## src/hw/ntt_addr_pkg.sv

```systemverilog
// ring and PE geometry, pipeline latencies and the bank address word
// shared by the NTT address sequencer and its testbench model
`default_nettype none

package ntt_addr_pkg;

    // ------------------------------------------------------------------------
    // geometry
    localparam int RING_DEPTH   = 8;                            // log2 ring size
    localparam int PE_DEPTH     = 2;                            // log2 PE count
    localparam int RING_SIZE    = 1 << RING_DEPTH;              // 256 coefficients
    localparam int STAGES       = RING_DEPTH;                   // one stage per bit
    localparam int LOOPS        = RING_SIZE >> (PE_DEPTH + 1);  // N / (2*PE) = 32
    localparam int ROW_W        = RING_DEPTH - PE_DEPTH;        // bank row width
    localparam int LOOP_W       = ROW_W;
    localparam int STAGE_W      = 4;
    localparam int BANK_W       = 2;                            // bank-half bits
    localparam int ADDR_W       = BANK_W + ROW_W;
    localparam int SPLIT_STAGES = ROW_W - 1;                    // stages with split rows

    // ------------------------------------------------------------------------
    // latencies
    localparam int WAIT_CYCLES     = 16;                        // drain between stages
    localparam int WAIT_W          = $clog2(WAIT_CYCLES);
    localparam int MUL_DELAY       = 4;                         // integer multiplier
    localparam int RED_DELAY       = 4;                         // modular reduction
    localparam int STAGE_DELAY     = 2;                         // add/sub and output regs
    localparam int BUTTERFLY_DELAY = MUL_DELAY + RED_DELAY + STAGE_DELAY;
    localparam int DONE_DELAY      = 4;

    // sequencer state codes
    localparam logic [1:0] ST_IDLE = 2'd0;
    localparam logic [1:0] ST_RUN  = 2'd1;
    localparam logic [1:0] ST_WAIT = 2'd2;

    // write bank bits, loaded on start and forced before the last stage
    localparam logic [BANK_W-1:0] WR_BANK_INIT = 2'b01;
    localparam logic [BANK_W-1:0] WR_BANK_LAST = 2'b10;

    // memory address: flat word for the RAM port, or bank half plus row
    typedef union packed {
        logic [ADDR_W-1:0] word;
        struct packed {
            logic [BANK_W-1:0] bank;
            logic [ROW_W-1:0]  row;
        } f;
    } bank_addr_t;

endpackage

`default_nettype wire

```

## src/hw/delay_line.sv

```systemverilog
// fixed-depth register chain, used to line signals up with the
// butterfly and done latencies
`default_nettype none
`timescale 1ns/1ps

module delay_line #(
    parameter int DEPTH = 1,
    parameter int WIDTH = 1
) (
    input  logic             clk,
    input  logic             reset,
    input  logic [WIDTH-1:0] d,
    output logic [WIDTH-1:0] q
);

    logic [WIDTH-1:0] taps [DEPTH];    // taps[0] is the first register

    always_ff @(posedge clk) begin
        if (reset) begin
            for (int i = 0; i < DEPTH; i++) begin
                taps[i] <= '0;
            end
        end else begin
            taps[0] <= d;
            for (int i = 1; i < DEPTH; i++) begin
                taps[i] <= taps[i-1];    // shift one step per clock
            end
        end
    end

    assign q = taps[DEPTH-1];

    // a zero-depth chain would leave q without a driver
    initial assert (DEPTH >= 1) else $error("delay_line needs DEPTH >= 1");

endmodule

`default_nettype wire

```

## src/hw/ntt_sequencer.sv

```systemverilog
// stage/loop sequencer of the NTT engine: on start it runs all butterfly
// stages, each as LOOPS issue cycles and WAIT_CYCLES drain cycles
`default_nettype none
`timescale 1ns/1ps

module ntt_sequencer (
    input  logic                             clk,
    input  logic                             reset,
    input  logic                             start,
    output logic                             run,
    output logic                             stage_end,
    output logic                             done,
    output logic [ntt_addr_pkg::LOOP_W-1:0]  loop_idx,
    output logic [ntt_addr_pkg::STAGE_W-1:0] stage_idx
);

    logic [1:0]                      state;
    logic [ntt_addr_pkg::WAIT_W-1:0] wait_cnt;     // drain cycle counter
    logic                            in_wait;
    logic                            loop_last;
    logic                            stage_last;

    assign run        = (state == ntt_addr_pkg::ST_RUN);
    assign in_wait    = (state == ntt_addr_pkg::ST_WAIT);
    assign loop_last  = (loop_idx == ntt_addr_pkg::LOOP_W'(ntt_addr_pkg::LOOPS - 1));
    assign stage_last = (stage_idx == ntt_addr_pkg::STAGE_W'(ntt_addr_pkg::STAGES - 1));

    // last drain cycle of the current stage
    assign stage_end = in_wait &&
                       (wait_cnt == ntt_addr_pkg::WAIT_W'(ntt_addr_pkg::WAIT_CYCLES - 1));

    // ------------------------------------------------------------------------
    // FSM and counters
    always_ff @(posedge clk) begin
        if (reset) begin
            state     <= ntt_addr_pkg::ST_IDLE;
            loop_idx  <= '0;
            stage_idx <= '0;
            wait_cnt  <= '0;
            done      <= 1'b0;
        end else begin
            done <= stage_end && stage_last;    // one cycle after the final drain
            case (state)
                ntt_addr_pkg::ST_IDLE: begin
                    if (start) begin            // only sampled here, ignored mid-run
                        state <= ntt_addr_pkg::ST_RUN;
                    end
                end
                ntt_addr_pkg::ST_RUN: begin
                    if (loop_last) begin
                        loop_idx <= '0;
                        state    <= ntt_addr_pkg::ST_WAIT;
                    end else begin
                        loop_idx <= loop_idx + 1'b1;
                    end
                end
                ntt_addr_pkg::ST_WAIT: begin
                    if (stage_end) begin
                        wait_cnt <= '0;
                        if (stage_last) begin
                            stage_idx <= '0;     // whole transform done
                            state     <= ntt_addr_pkg::ST_IDLE;
                        end else begin
                            stage_idx <= stage_idx + 1'b1;
                            state     <= ntt_addr_pkg::ST_RUN;
                        end
                    end else begin
                        wait_cnt <= wait_cnt + 1'b1;
                    end
                end
                default: begin
                    state <= ntt_addr_pkg::ST_IDLE;
                end
            endcase
        end
    end

    // ------------------------------------------------------------------------
    // checks
    // loop counter rests at 0 outside the issue cycles
    a_loop_idle: assert property (@(posedge clk) disable iff (reset)
        !run |-> loop_idx == '0);

    a_stage_range: assert property (@(posedge clk) disable iff (reset)
        stage_idx < ntt_addr_pkg::STAGE_W'(ntt_addr_pkg::STAGES));

endmodule

`default_nettype wire

```

## src/hw/ntt_addr_calc.sv

```systemverilog
// address stage: turns stage and loop index into the read row, the even
// and odd write rows, the bank-half bits and the write strobes
// all outputs are registered one cycle after the sequencer
`default_nettype none
`timescale 1ns/1ps

module ntt_addr_calc (
    input  logic                             clk,
    input  logic                             reset,
    input  logic                             start,
    input  logic                             run,
    input  logic                             stage_end,
    input  logic [ntt_addr_pkg::LOOP_W-1:0]  loop_idx,
    input  logic [ntt_addr_pkg::STAGE_W-1:0] stage_idx,
    output ntt_addr_pkg::bank_addr_t         rd_addr,
    output ntt_addr_pkg::bank_addr_t         wr_addr_even,
    output ntt_addr_pkg::bank_addr_t         wr_addr_odd,
    output logic                             wen,
    output logic                             brsel,
    output logic                             brselen,
    output logic [ntt_addr_pkg::STAGE_W-1:0] stage_q
);

    logic [ntt_addr_pkg::STAGE_W-1:0] span_sh;    // log2 of the row span
    logic [ntt_addr_pkg::ROW_W-1:0]   span;
    logic [ntt_addr_pkg::ROW_W-1:0]   base_row;
    logic [ntt_addr_pkg::ROW_W-1:0]   hi_row;     // base plus span
    logic                             split;
    logic                             active;     // a transform is in progress
    logic [ntt_addr_pkg::BANK_W-1:0]  rd_bank;
    logic [ntt_addr_pkg::BANK_W-1:0]  wr_bank;
    logic [ntt_addr_pkg::ROW_W-1:0]   rd_row;
    logic [ntt_addr_pkg::ROW_W-1:0]   even_row;
    logic [ntt_addr_pkg::ROW_W-1:0]   odd_row;

    // ------------------------------------------------------------------------
    // row arithmetic
    // span halves every stage: 16, 8, 4, 2, 1 for stages 0..4
    assign split    = stage_idx < ntt_addr_pkg::STAGE_W'(ntt_addr_pkg::SPLIT_STAGES);
    assign span_sh  = ntt_addr_pkg::STAGE_W'(ntt_addr_pkg::SPLIT_STAGES - 1) - stage_idx;
    assign span     = ntt_addr_pkg::ROW_W'(1) << span_sh;
    // l/2 plus the block offset l/(2*span)*span
    assign base_row = (loop_idx >> 1) + ((loop_idx >> (span_sh + 1'b1)) << span_sh);
    assign hi_row   = base_row + span;

    always_ff @(posedge clk) begin
        if (reset) begin
            rd_row   <= '0;
            even_row <= '0;
            odd_row  <= '0;
        end else if (run) begin
            if (split) begin
                rd_row   <= loop_idx[0] ? hi_row : base_row;   // 0,16,1,17.. in stage 0
                even_row <= base_row;
                odd_row  <= hi_row;
            end else begin
                rd_row   <= loop_idx;   // late stages pass rows straight through
                even_row <= loop_idx;
                odd_row  <= loop_idx;
            end
        end
    end

    // ------------------------------------------------------------------------
    // bank-half bits, ping-pong between stages
    always_ff @(posedge clk) begin
        if (reset) begin
            active  <= 1'b0;
            rd_bank <= '0;
            wr_bank <= '0;
        end else if (start && !active) begin
            active  <= 1'b1;
            rd_bank <= '0;
            wr_bank <= ntt_addr_pkg::WR_BANK_INIT;   // write into the other half
        end else if (stage_end) begin
            rd_bank[0] <= ~rd_bank[0];
            if (stage_idx == ntt_addr_pkg::STAGE_W'(ntt_addr_pkg::STAGES - 2)) begin
                wr_bank <= ntt_addr_pkg::WR_BANK_LAST;   // last stage result area
            end else begin
                wr_bank[0] <= ~wr_bank[0];
            end
            if (stage_idx == ntt_addr_pkg::STAGE_W'(ntt_addr_pkg::STAGES - 1)) begin
                active <= 1'b0;
            end
        end
    end

    // strobes
    always_ff @(posedge clk) begin
        if (reset) begin
            wen     <= 1'b0;
            brsel   <= 1'b0;
            brselen <= 1'b0;
            stage_q <= '0;
        end else begin
            wen     <= run;
            brsel   <= run && loop_idx[0];   // even/odd BRAM alternates each issue
            brselen <= run;
            stage_q <= stage_idx;
        end
    end

    // pack bank bits and rows into the address words
    always_comb begin
        rd_addr.f.bank      = rd_bank;
        rd_addr.f.row       = rd_row;
        wr_addr_even.f.bank = wr_bank;
        wr_addr_even.f.row  = even_row;
        wr_addr_odd.f.bank  = wr_bank;
        wr_addr_odd.f.row   = odd_row;
    end

    // ------------------------------------------------------------------------
    // checks
    // a stage never writes into the half it reads from
    a_bank_halves: assert property (@(posedge clk) disable iff (reset)
        wen |-> (wr_addr_even.f.bank != rd_addr.f.bank));

    // bank bit tracking must agree with the sequencer's idle state
    a_run_active: assert property (@(posedge clk) disable iff (reset)
        run |-> active);

endmodule

`default_nettype wire

```

## src/hw/ntt_write_align.sv

```systemverilog
// alignment stage: one more register on the read address, butterfly
// latency on the write side (odd side one cycle later) and the done delay
`default_nettype none
`timescale 1ns/1ps

module ntt_write_align (
    input  logic                             clk,
    input  logic                             reset,
    input  ntt_addr_pkg::bank_addr_t         rd_addr,
    input  ntt_addr_pkg::bank_addr_t         wr_addr_even,
    input  ntt_addr_pkg::bank_addr_t         wr_addr_odd,
    input  logic                             wen,
    input  logic                             brsel,
    input  logic                             brselen,
    input  logic                             done,
    input  logic [ntt_addr_pkg::STAGE_W-1:0] stage_q,
    output ntt_addr_pkg::bank_addr_t         raddr0,
    output ntt_addr_pkg::bank_addr_t         waddr0,
    output ntt_addr_pkg::bank_addr_t         waddr1,
    output logic                             wen0,
    output logic                             wen1,
    output logic                             brsel0,
    output logic                             brsel1,
    output logic                             brselen0,
    output logic                             brselen1,
    output logic                             ntt_finished,
    output logic [ntt_addr_pkg::STAGE_W-1:0] stage_count
);

    // even side: address and three strobes
    logic [ntt_addr_pkg::ADDR_W+2:0]                      even_d;
    logic [ntt_addr_pkg::ADDR_W+2:0]                      even_q;
    // odd side carries the stage count as well
    logic [ntt_addr_pkg::ADDR_W+ntt_addr_pkg::STAGE_W+2:0] odd_d;
    logic [ntt_addr_pkg::ADDR_W+ntt_addr_pkg::STAGE_W+2:0] odd_q;

    // read side, second register after the sequencer
    always_ff @(posedge clk) begin
        if (reset) begin
            raddr0 <= '0;
        end else begin
            raddr0 <= rd_addr;
        end
    end

    // ------------------------------------------------------------------------
    // write side
    assign even_d = {wr_addr_even.word, wen, brsel, brselen};
    assign odd_d  = {wr_addr_odd.word, wen, brsel, brselen, stage_q};

    delay_line #(
        .DEPTH (ntt_addr_pkg::BUTTERFLY_DELAY),
        .WIDTH (ntt_addr_pkg::ADDR_W + 3)
    ) u_even_dly (
        .clk   (clk),
        .reset (reset),
        .d     (even_d),
        .q     (even_q)
    );

    delay_line #(
        .DEPTH (ntt_addr_pkg::BUTTERFLY_DELAY + 1),   // odd result leaves one cycle later
        .WIDTH (ntt_addr_pkg::ADDR_W + ntt_addr_pkg::STAGE_W + 3)
    ) u_odd_dly (
        .clk   (clk),
        .reset (reset),
        .d     (odd_d),
        .q     (odd_q)
    );

    assign {waddr0.word, wen0, brsel0, brselen0}              = even_q;
    assign {waddr1.word, wen1, brsel1, brselen1, stage_count} = odd_q;

    // finished pulse
    delay_line #(
        .DEPTH (ntt_addr_pkg::DONE_DELAY),
        .WIDTH (1)
    ) u_done_dly (
        .clk   (clk),
        .reset (reset),
        .d     (done),
        .q     (ntt_finished)
    );

endmodule

`default_nettype wire

```

## src/hw/ntt_addr_gen.sv

```systemverilog
// NTT address generator top: sequencer, address stage and alignment
// stage in a row; start is a one-cycle pulse, ntt_finished marks the end
`default_nettype none
`timescale 1ns/1ps

module ntt_addr_gen (
    input  logic                             clk,
    input  logic                             reset,
    input  logic                             start,
    output ntt_addr_pkg::bank_addr_t         raddr0,
    output ntt_addr_pkg::bank_addr_t         waddr0,
    output ntt_addr_pkg::bank_addr_t         waddr1,
    output logic                             wen0,
    output logic                             wen1,
    output logic                             brsel0,
    output logic                             brsel1,
    output logic                             brselen0,
    output logic                             brselen1,
    output logic                             ntt_finished,
    output logic [ntt_addr_pkg::STAGE_W-1:0] stage_count
);

    // sequencer to address stage
    logic                             run;
    logic                             stage_end;
    logic                             done;
    logic [ntt_addr_pkg::LOOP_W-1:0]  loop_idx;
    logic [ntt_addr_pkg::STAGE_W-1:0] stage_idx;
    // address stage to alignment
    ntt_addr_pkg::bank_addr_t         rd_addr;
    ntt_addr_pkg::bank_addr_t         wr_addr_even;
    ntt_addr_pkg::bank_addr_t         wr_addr_odd;
    logic                             wen;
    logic                             brsel;
    logic                             brselen;
    logic [ntt_addr_pkg::STAGE_W-1:0] stage_q;

    ntt_sequencer u_seq (
        .clk       (clk),
        .reset     (reset),
        .start     (start),
        .run       (run),
        .stage_end (stage_end),
        .done      (done),
        .loop_idx  (loop_idx),
        .stage_idx (stage_idx)
    );

    ntt_addr_calc u_calc (
        .clk          (clk),
        .reset        (reset),
        .start        (start),
        .run          (run),
        .stage_end    (stage_end),
        .loop_idx     (loop_idx),
        .stage_idx    (stage_idx),
        .rd_addr      (rd_addr),
        .wr_addr_even (wr_addr_even),
        .wr_addr_odd  (wr_addr_odd),
        .wen          (wen),
        .brsel        (brsel),
        .brselen      (brselen),
        .stage_q      (stage_q)
    );

    ntt_write_align u_align (
        .clk          (clk),
        .reset        (reset),
        .rd_addr      (rd_addr),
        .wr_addr_even (wr_addr_even),
        .wr_addr_odd  (wr_addr_odd),
        .wen          (wen),
        .brsel        (brsel),
        .brselen      (brselen),
        .done         (done),
        .stage_q      (stage_q),
        .raddr0       (raddr0),
        .waddr0       (waddr0),
        .waddr1       (waddr1),
        .wen0         (wen0),
        .wen1         (wen1),
        .brsel0       (brsel0),
        .brsel1       (brsel1),
        .brselen0     (brselen0),
        .brselen1     (brselen1),
        .ntt_finished (ntt_finished),
        .stage_count  (stage_count)
    );

endmodule

`default_nettype wire

```

## config.mk

```make
export PLATFORM = sky130hd
export DESIGN_NAME = ntt_addr_gen
export DESIGN_NICKNAME = d
export VERILOG_FILES = /design/src/hw/ntt_addr_pkg.sv /design/src/hw/delay_line.sv /design/src/hw/ntt_sequencer.sv /design/src/hw/ntt_addr_calc.sv /design/src/hw/ntt_write_align.sv /design/src/hw/ntt_addr_gen.sv
export SDC_FILE = /design/constraint.sdc
export NUM_CORES = 1
export LEC_CHECK = 0
export BUFFER_PORTS_ARGS = -buffer_cell sky130_fd_sc_hd__buf_2
export CORE_ASPECT_RATIO = 0.6
export CORE_MARGIN = 1.5
export CORE_UTILIZATION = 25
export CTS_CLUSTER_DIAMETER = 200
export DETAILED_ROUTE_END_ITERATION = 16
export MAX_ROUTING_LAYER = met4
export PLACE_DENSITY = 0.39
export RECOVER_POWER = 25
export SLEW_MARGIN = 20
export SYNTH_ARGS = -nofsm -noshare
export SYNTH_HDL_FRONTEND = slang
export SYNTH_SLANG_ARGS = --single-unit
```

## constraint.sdc

```tcl
create_clock -name clk -period 4.8 [get_ports clk]
set_input_delay 0.72 -clock clk [delete_from_list [all_inputs] [get_ports clk]]
set_output_delay 0.72 -clock clk [all_outputs]
set_load 0.1 [all_outputs]
```

==> flow_metrics.py <==
metrics = {
    "final_layout": {
        "nNetsFinal": 906,
        "nFillCells": 3627,
        "n_antenna_cell": 0,
        "finalNonFillerCells": 1368,
        "utilization": 0.302,
        "synthToLayoutAreaGrowth_pct": 18.8,
        "drive_gt1_frac": 0.133,
    },
    "pwr": {
        "ir_drop_mv": 0.169,
        "p_leak_nw": 4.21,
        "finalPower_mw": 4.54,
        "powerDensity_mw_per_mm2": 429,
    },
    "worst_setup_path": {
        "critPathKind": "reg2reg",
        "critical_path_required_ns": 5.27,
        "crit_path_start_kind": "flip-flop",
        "cp_max_fo": 6,
        "end_kind": "flip-flop",
        "cp_slowest_cell": "or3_4",
        "crit_chain": "inv_2, ha_4, nor2b_2, nor2_2, ha_4, nor2_1, a211oi_1, a311oi_1, or3_1, or3_4, inv_2, ha_1, a21o_1, a21oi_2, xnor2_1, ha_1, o21ai_0, o21bai_1, a21oi_1, xnor2_1, nand2_1, xor3_1, a31oi_1",
        "worst_ep_arrival_time_ns": 4.88,
        "critPathMaxStageDelay_ns": 0.36,
    },
    "synthesis": {
        "synthCells": 846,
        "synth_edf_count": 0,
        "synth_cell_types": 52,
        "synth-async-reset-ratio": 0,
        "synth-main-ff-cell": "dfxtp_1",
        "synth_area_per_cell_um2": 10.5,
        "synth_area_mm2": 0.00891,
        "synth_seq_cells": 270,
        "synth_warnings": 0,
        "synth_fp_nets": 871,
        "yosysSeqAreaShare": 0.607,
    },
    "sta": {
        "slew_headroom": -1.03,
        "fin_worst_skew_ns": 0.00934,
        "drv_slew": 150,
        "setup_viol_count_final": 0,
        "fmax_mhz": 227,
        "hold_slack_ns": 0.429,
        "tightest_slew_ns": 3.04,
        "fin_crit_sh": 0.919,
        "fin_crit_ns": 4.41,
        "hold_violations": 0,
    },
    "clocking": {
        "cts_tree": "built",
        "ctsRootBufferMaster": "clkbuf_16",
        "clk_pin_slew_ns": 0.07,
        "clock_latency_ns": 0.54,
        "cts_sinks": 270,
        "cts.path.max_buffers": 3,
        "htreeDepth": 1,
        "cts_buffers": 27,
    },
    "run": {
        "drv_cap": 1,
    },
    "placement": {
        "dpl.cell_count": 1316,
        "dp_hpwl_um": 10000,
        "port_buffers": 36,
        "place_congestion": 0.781,
    },
    "drt": {
        "drt_first_pass_iters": 5,
        "final_antenna_net_count": 0,
        "routed_wl_um": 16300,
        "drtIter0Drc": 275,
        "drt-wirelength-per-cell_um": 11.9,
        "post_drt_via_cell_ratio": 3.91,
        "routed-via-count": 5343,
        "drc": 0,
    },
    "die": {
        "dieHeight_um": 149,
        "dieWidth_um": 247,
        "dieArea_mm2": 0.0368,
        "rows": 53,
        "initial_core_util": 0.254,
        "ios": 38,
        "core-area_mm2": 0.0351,
    },
    "grt": {
        "busiest_layer": "met1",
        "grt.total_usage": 0.0955,
        "grt_pass1_vias": 5095,
        "antenna_found_initial": 0,
        "grt_max_degree": 151,
        "use_met2": 0.122,
        "grt_pass1_wl_um": 27500,
        "grtUsageMet1": 0.145,
        "use_met3": 0.0228,
        "overflow": 0,
    },
    "run_status": {
        "violations": "capacitance limit, slew limit",
        "outcome": "finished, violations left",
    },
    "worst_hold_path": {
        "hold_path.class": "reg2reg",
    },
}
## routing by layer
metal  wire length (um)  vias up
li1                   -     2776
met1               9110     2464
met2               5990       72
met3                910       31
met4                341        0
met5                  0        -
## cell type report
| type | count | area, um^2 | area share |
|---|---|---|---|
| Sequential cell | 270 | 5410 | 0.511 |
| Multi-Input combinational cell | 510 | 3280 | 0.310 |
| Clock buffer | 41 | 808 | 0.0764 |
| Tap cell | 467 | 584 | 0.0552 |
| Timing Repair Buffer | 58 | 358 | 0.0338 |
| Clock inverter | 8 | 92.6 | 0.00875 |
| Inverter | 14 | 52.6 | 0.00497 |
## registers in the layout, indices dropped and copies added (netlist names)
signal                   count
u_align.u_odd_dly.taps     126
u_align.u_even_dly.taps     88
u_align.raddr0               7
u_calc.even_row              6
u_calc.odd_row               6
u_calc.rd_row                6
u_seq.loop_idx               6
u_align.u_done_dly.taps      4
u_calc.stage_q               4
u_seq.stage_idx              4
u_seq.wait_cnt               4
u_calc.wr_bank               2
u_seq.state                  2
u_calc.active                1
u_calc.brsel                 1
u_calc.rd_bank               1
u_calc.wen                   1
u_seq.done                   1
## report_power, final
group | switching [mW] | internal (mW) | leakage (nW)
logic | 0.102 | 0.0393 | 1.59
clock network | 0.885 | 1.23 | 0.444
registers | 0.0140 | 2.28 | 2.18
## timing repair
action | CTS | global route
endpoints found under the setup margin | 0 | 7
resized for setup | 0 | 12
setup buffers | 0 | 3
hold buffers | 0 | 0
## cell families (layout without fill, tap and decap cells)
group	count (synthesis)	count (layout)	share of synthesized area
AND/OR/NAND/NOR	370	370	0.233
flip-flops	270	270	0.607
AO/OA/AOI/OAI	91	91	0.0643
buffers and inverters	66	121	0.0317
adder cells (fa/ha/maj)	22	22	0.0326
XOR/XNOR	18	18	0.0209
multiplexers	8	8	0.0105
other	1	1	0.000421
## worst paths after layout
| path | to | slack [ns] | startpoint | cells past startpoint |
|---|---|---|---|---|
| max | u_calc.rd_row[5] | 0.39 | u_seq.stage_idx[0] | 23 |
| min | u_align.u_even_dly.taps[7][8] | 0.43 | u_align.u_even_dly.taps[6][8] | 1 |
| max reg2reg | u_calc.rd_row[5] | 0.39 | u_seq.stage_idx[0] | 23 |
| min reg2reg | u_align.u_even_dly.taps[7][8] | 0.43 | u_align.u_even_dly.taps[6][8] | 1 |
## worst max-delay path: cells and delay by family, from the launching register on
family	cells	cell delay [ns]
flops	1	0.32
buf+inv	2	0.19
xor+xnor	3	0.55
compound gates	8	1.19
simple gates	6	1.09
fa+ha+maj	4	0.99
## layout by cell type, fill, tap and decap left out, drive strengths merged, types with 3 or more instances in the layout
cell	instances
ha	20
nand2b	3
nor2	49
xor2	6
xnor2	10
buf	57
mux2i	6
inv	17
a311oi	6
a211oi	8
clkinv	3
a31oi	3
a21oi	39
o22ai	3
and2	6
a21o	5
clkbuf	42
o21ai	14
nor2b	233
nor3	13
dfxtp	270
and3	5
nand2	40
o211ai	3
nand3	9
## cell usage after synthesis (8+ instances only)
master    instances  area share
xnor2_1          10      0.0098
clkbuf_1         38       0.016
nand3_1           9      0.0051
dfxtp_1         270        0.61
a21oi_1          39       0.022
inv_1            12      0.0051
nand2_1          40       0.017
nor2_1           49       0.021
o21ai_0          11      0.0062
a211oi_1          8      0.0067
ha_1             20       0.028
nor3_1           13      0.0073
nor2b_1         233        0.16
## per-stage QoR
| stage | area [um^2] | setup WS [ns] | setup TNS (ns) |
|---|---|---|---|
| 2_1_floorplan | 8910 | 0.0277 | 0 |
| 3_3_place_gp | 9610 | 0.211 | 0 |
| 3_5_place_dp | 9610 | 0.0573 | 0 |
| 4_1_cts | 10500 | 0.0184 | 0 |
| 5_1_grt | 10600 | -0.0202 | -0.0202 |
| 6_report | 10600 | 0.389 | 0 |
No activity file was read; power rests on OpenSTA's default activity.
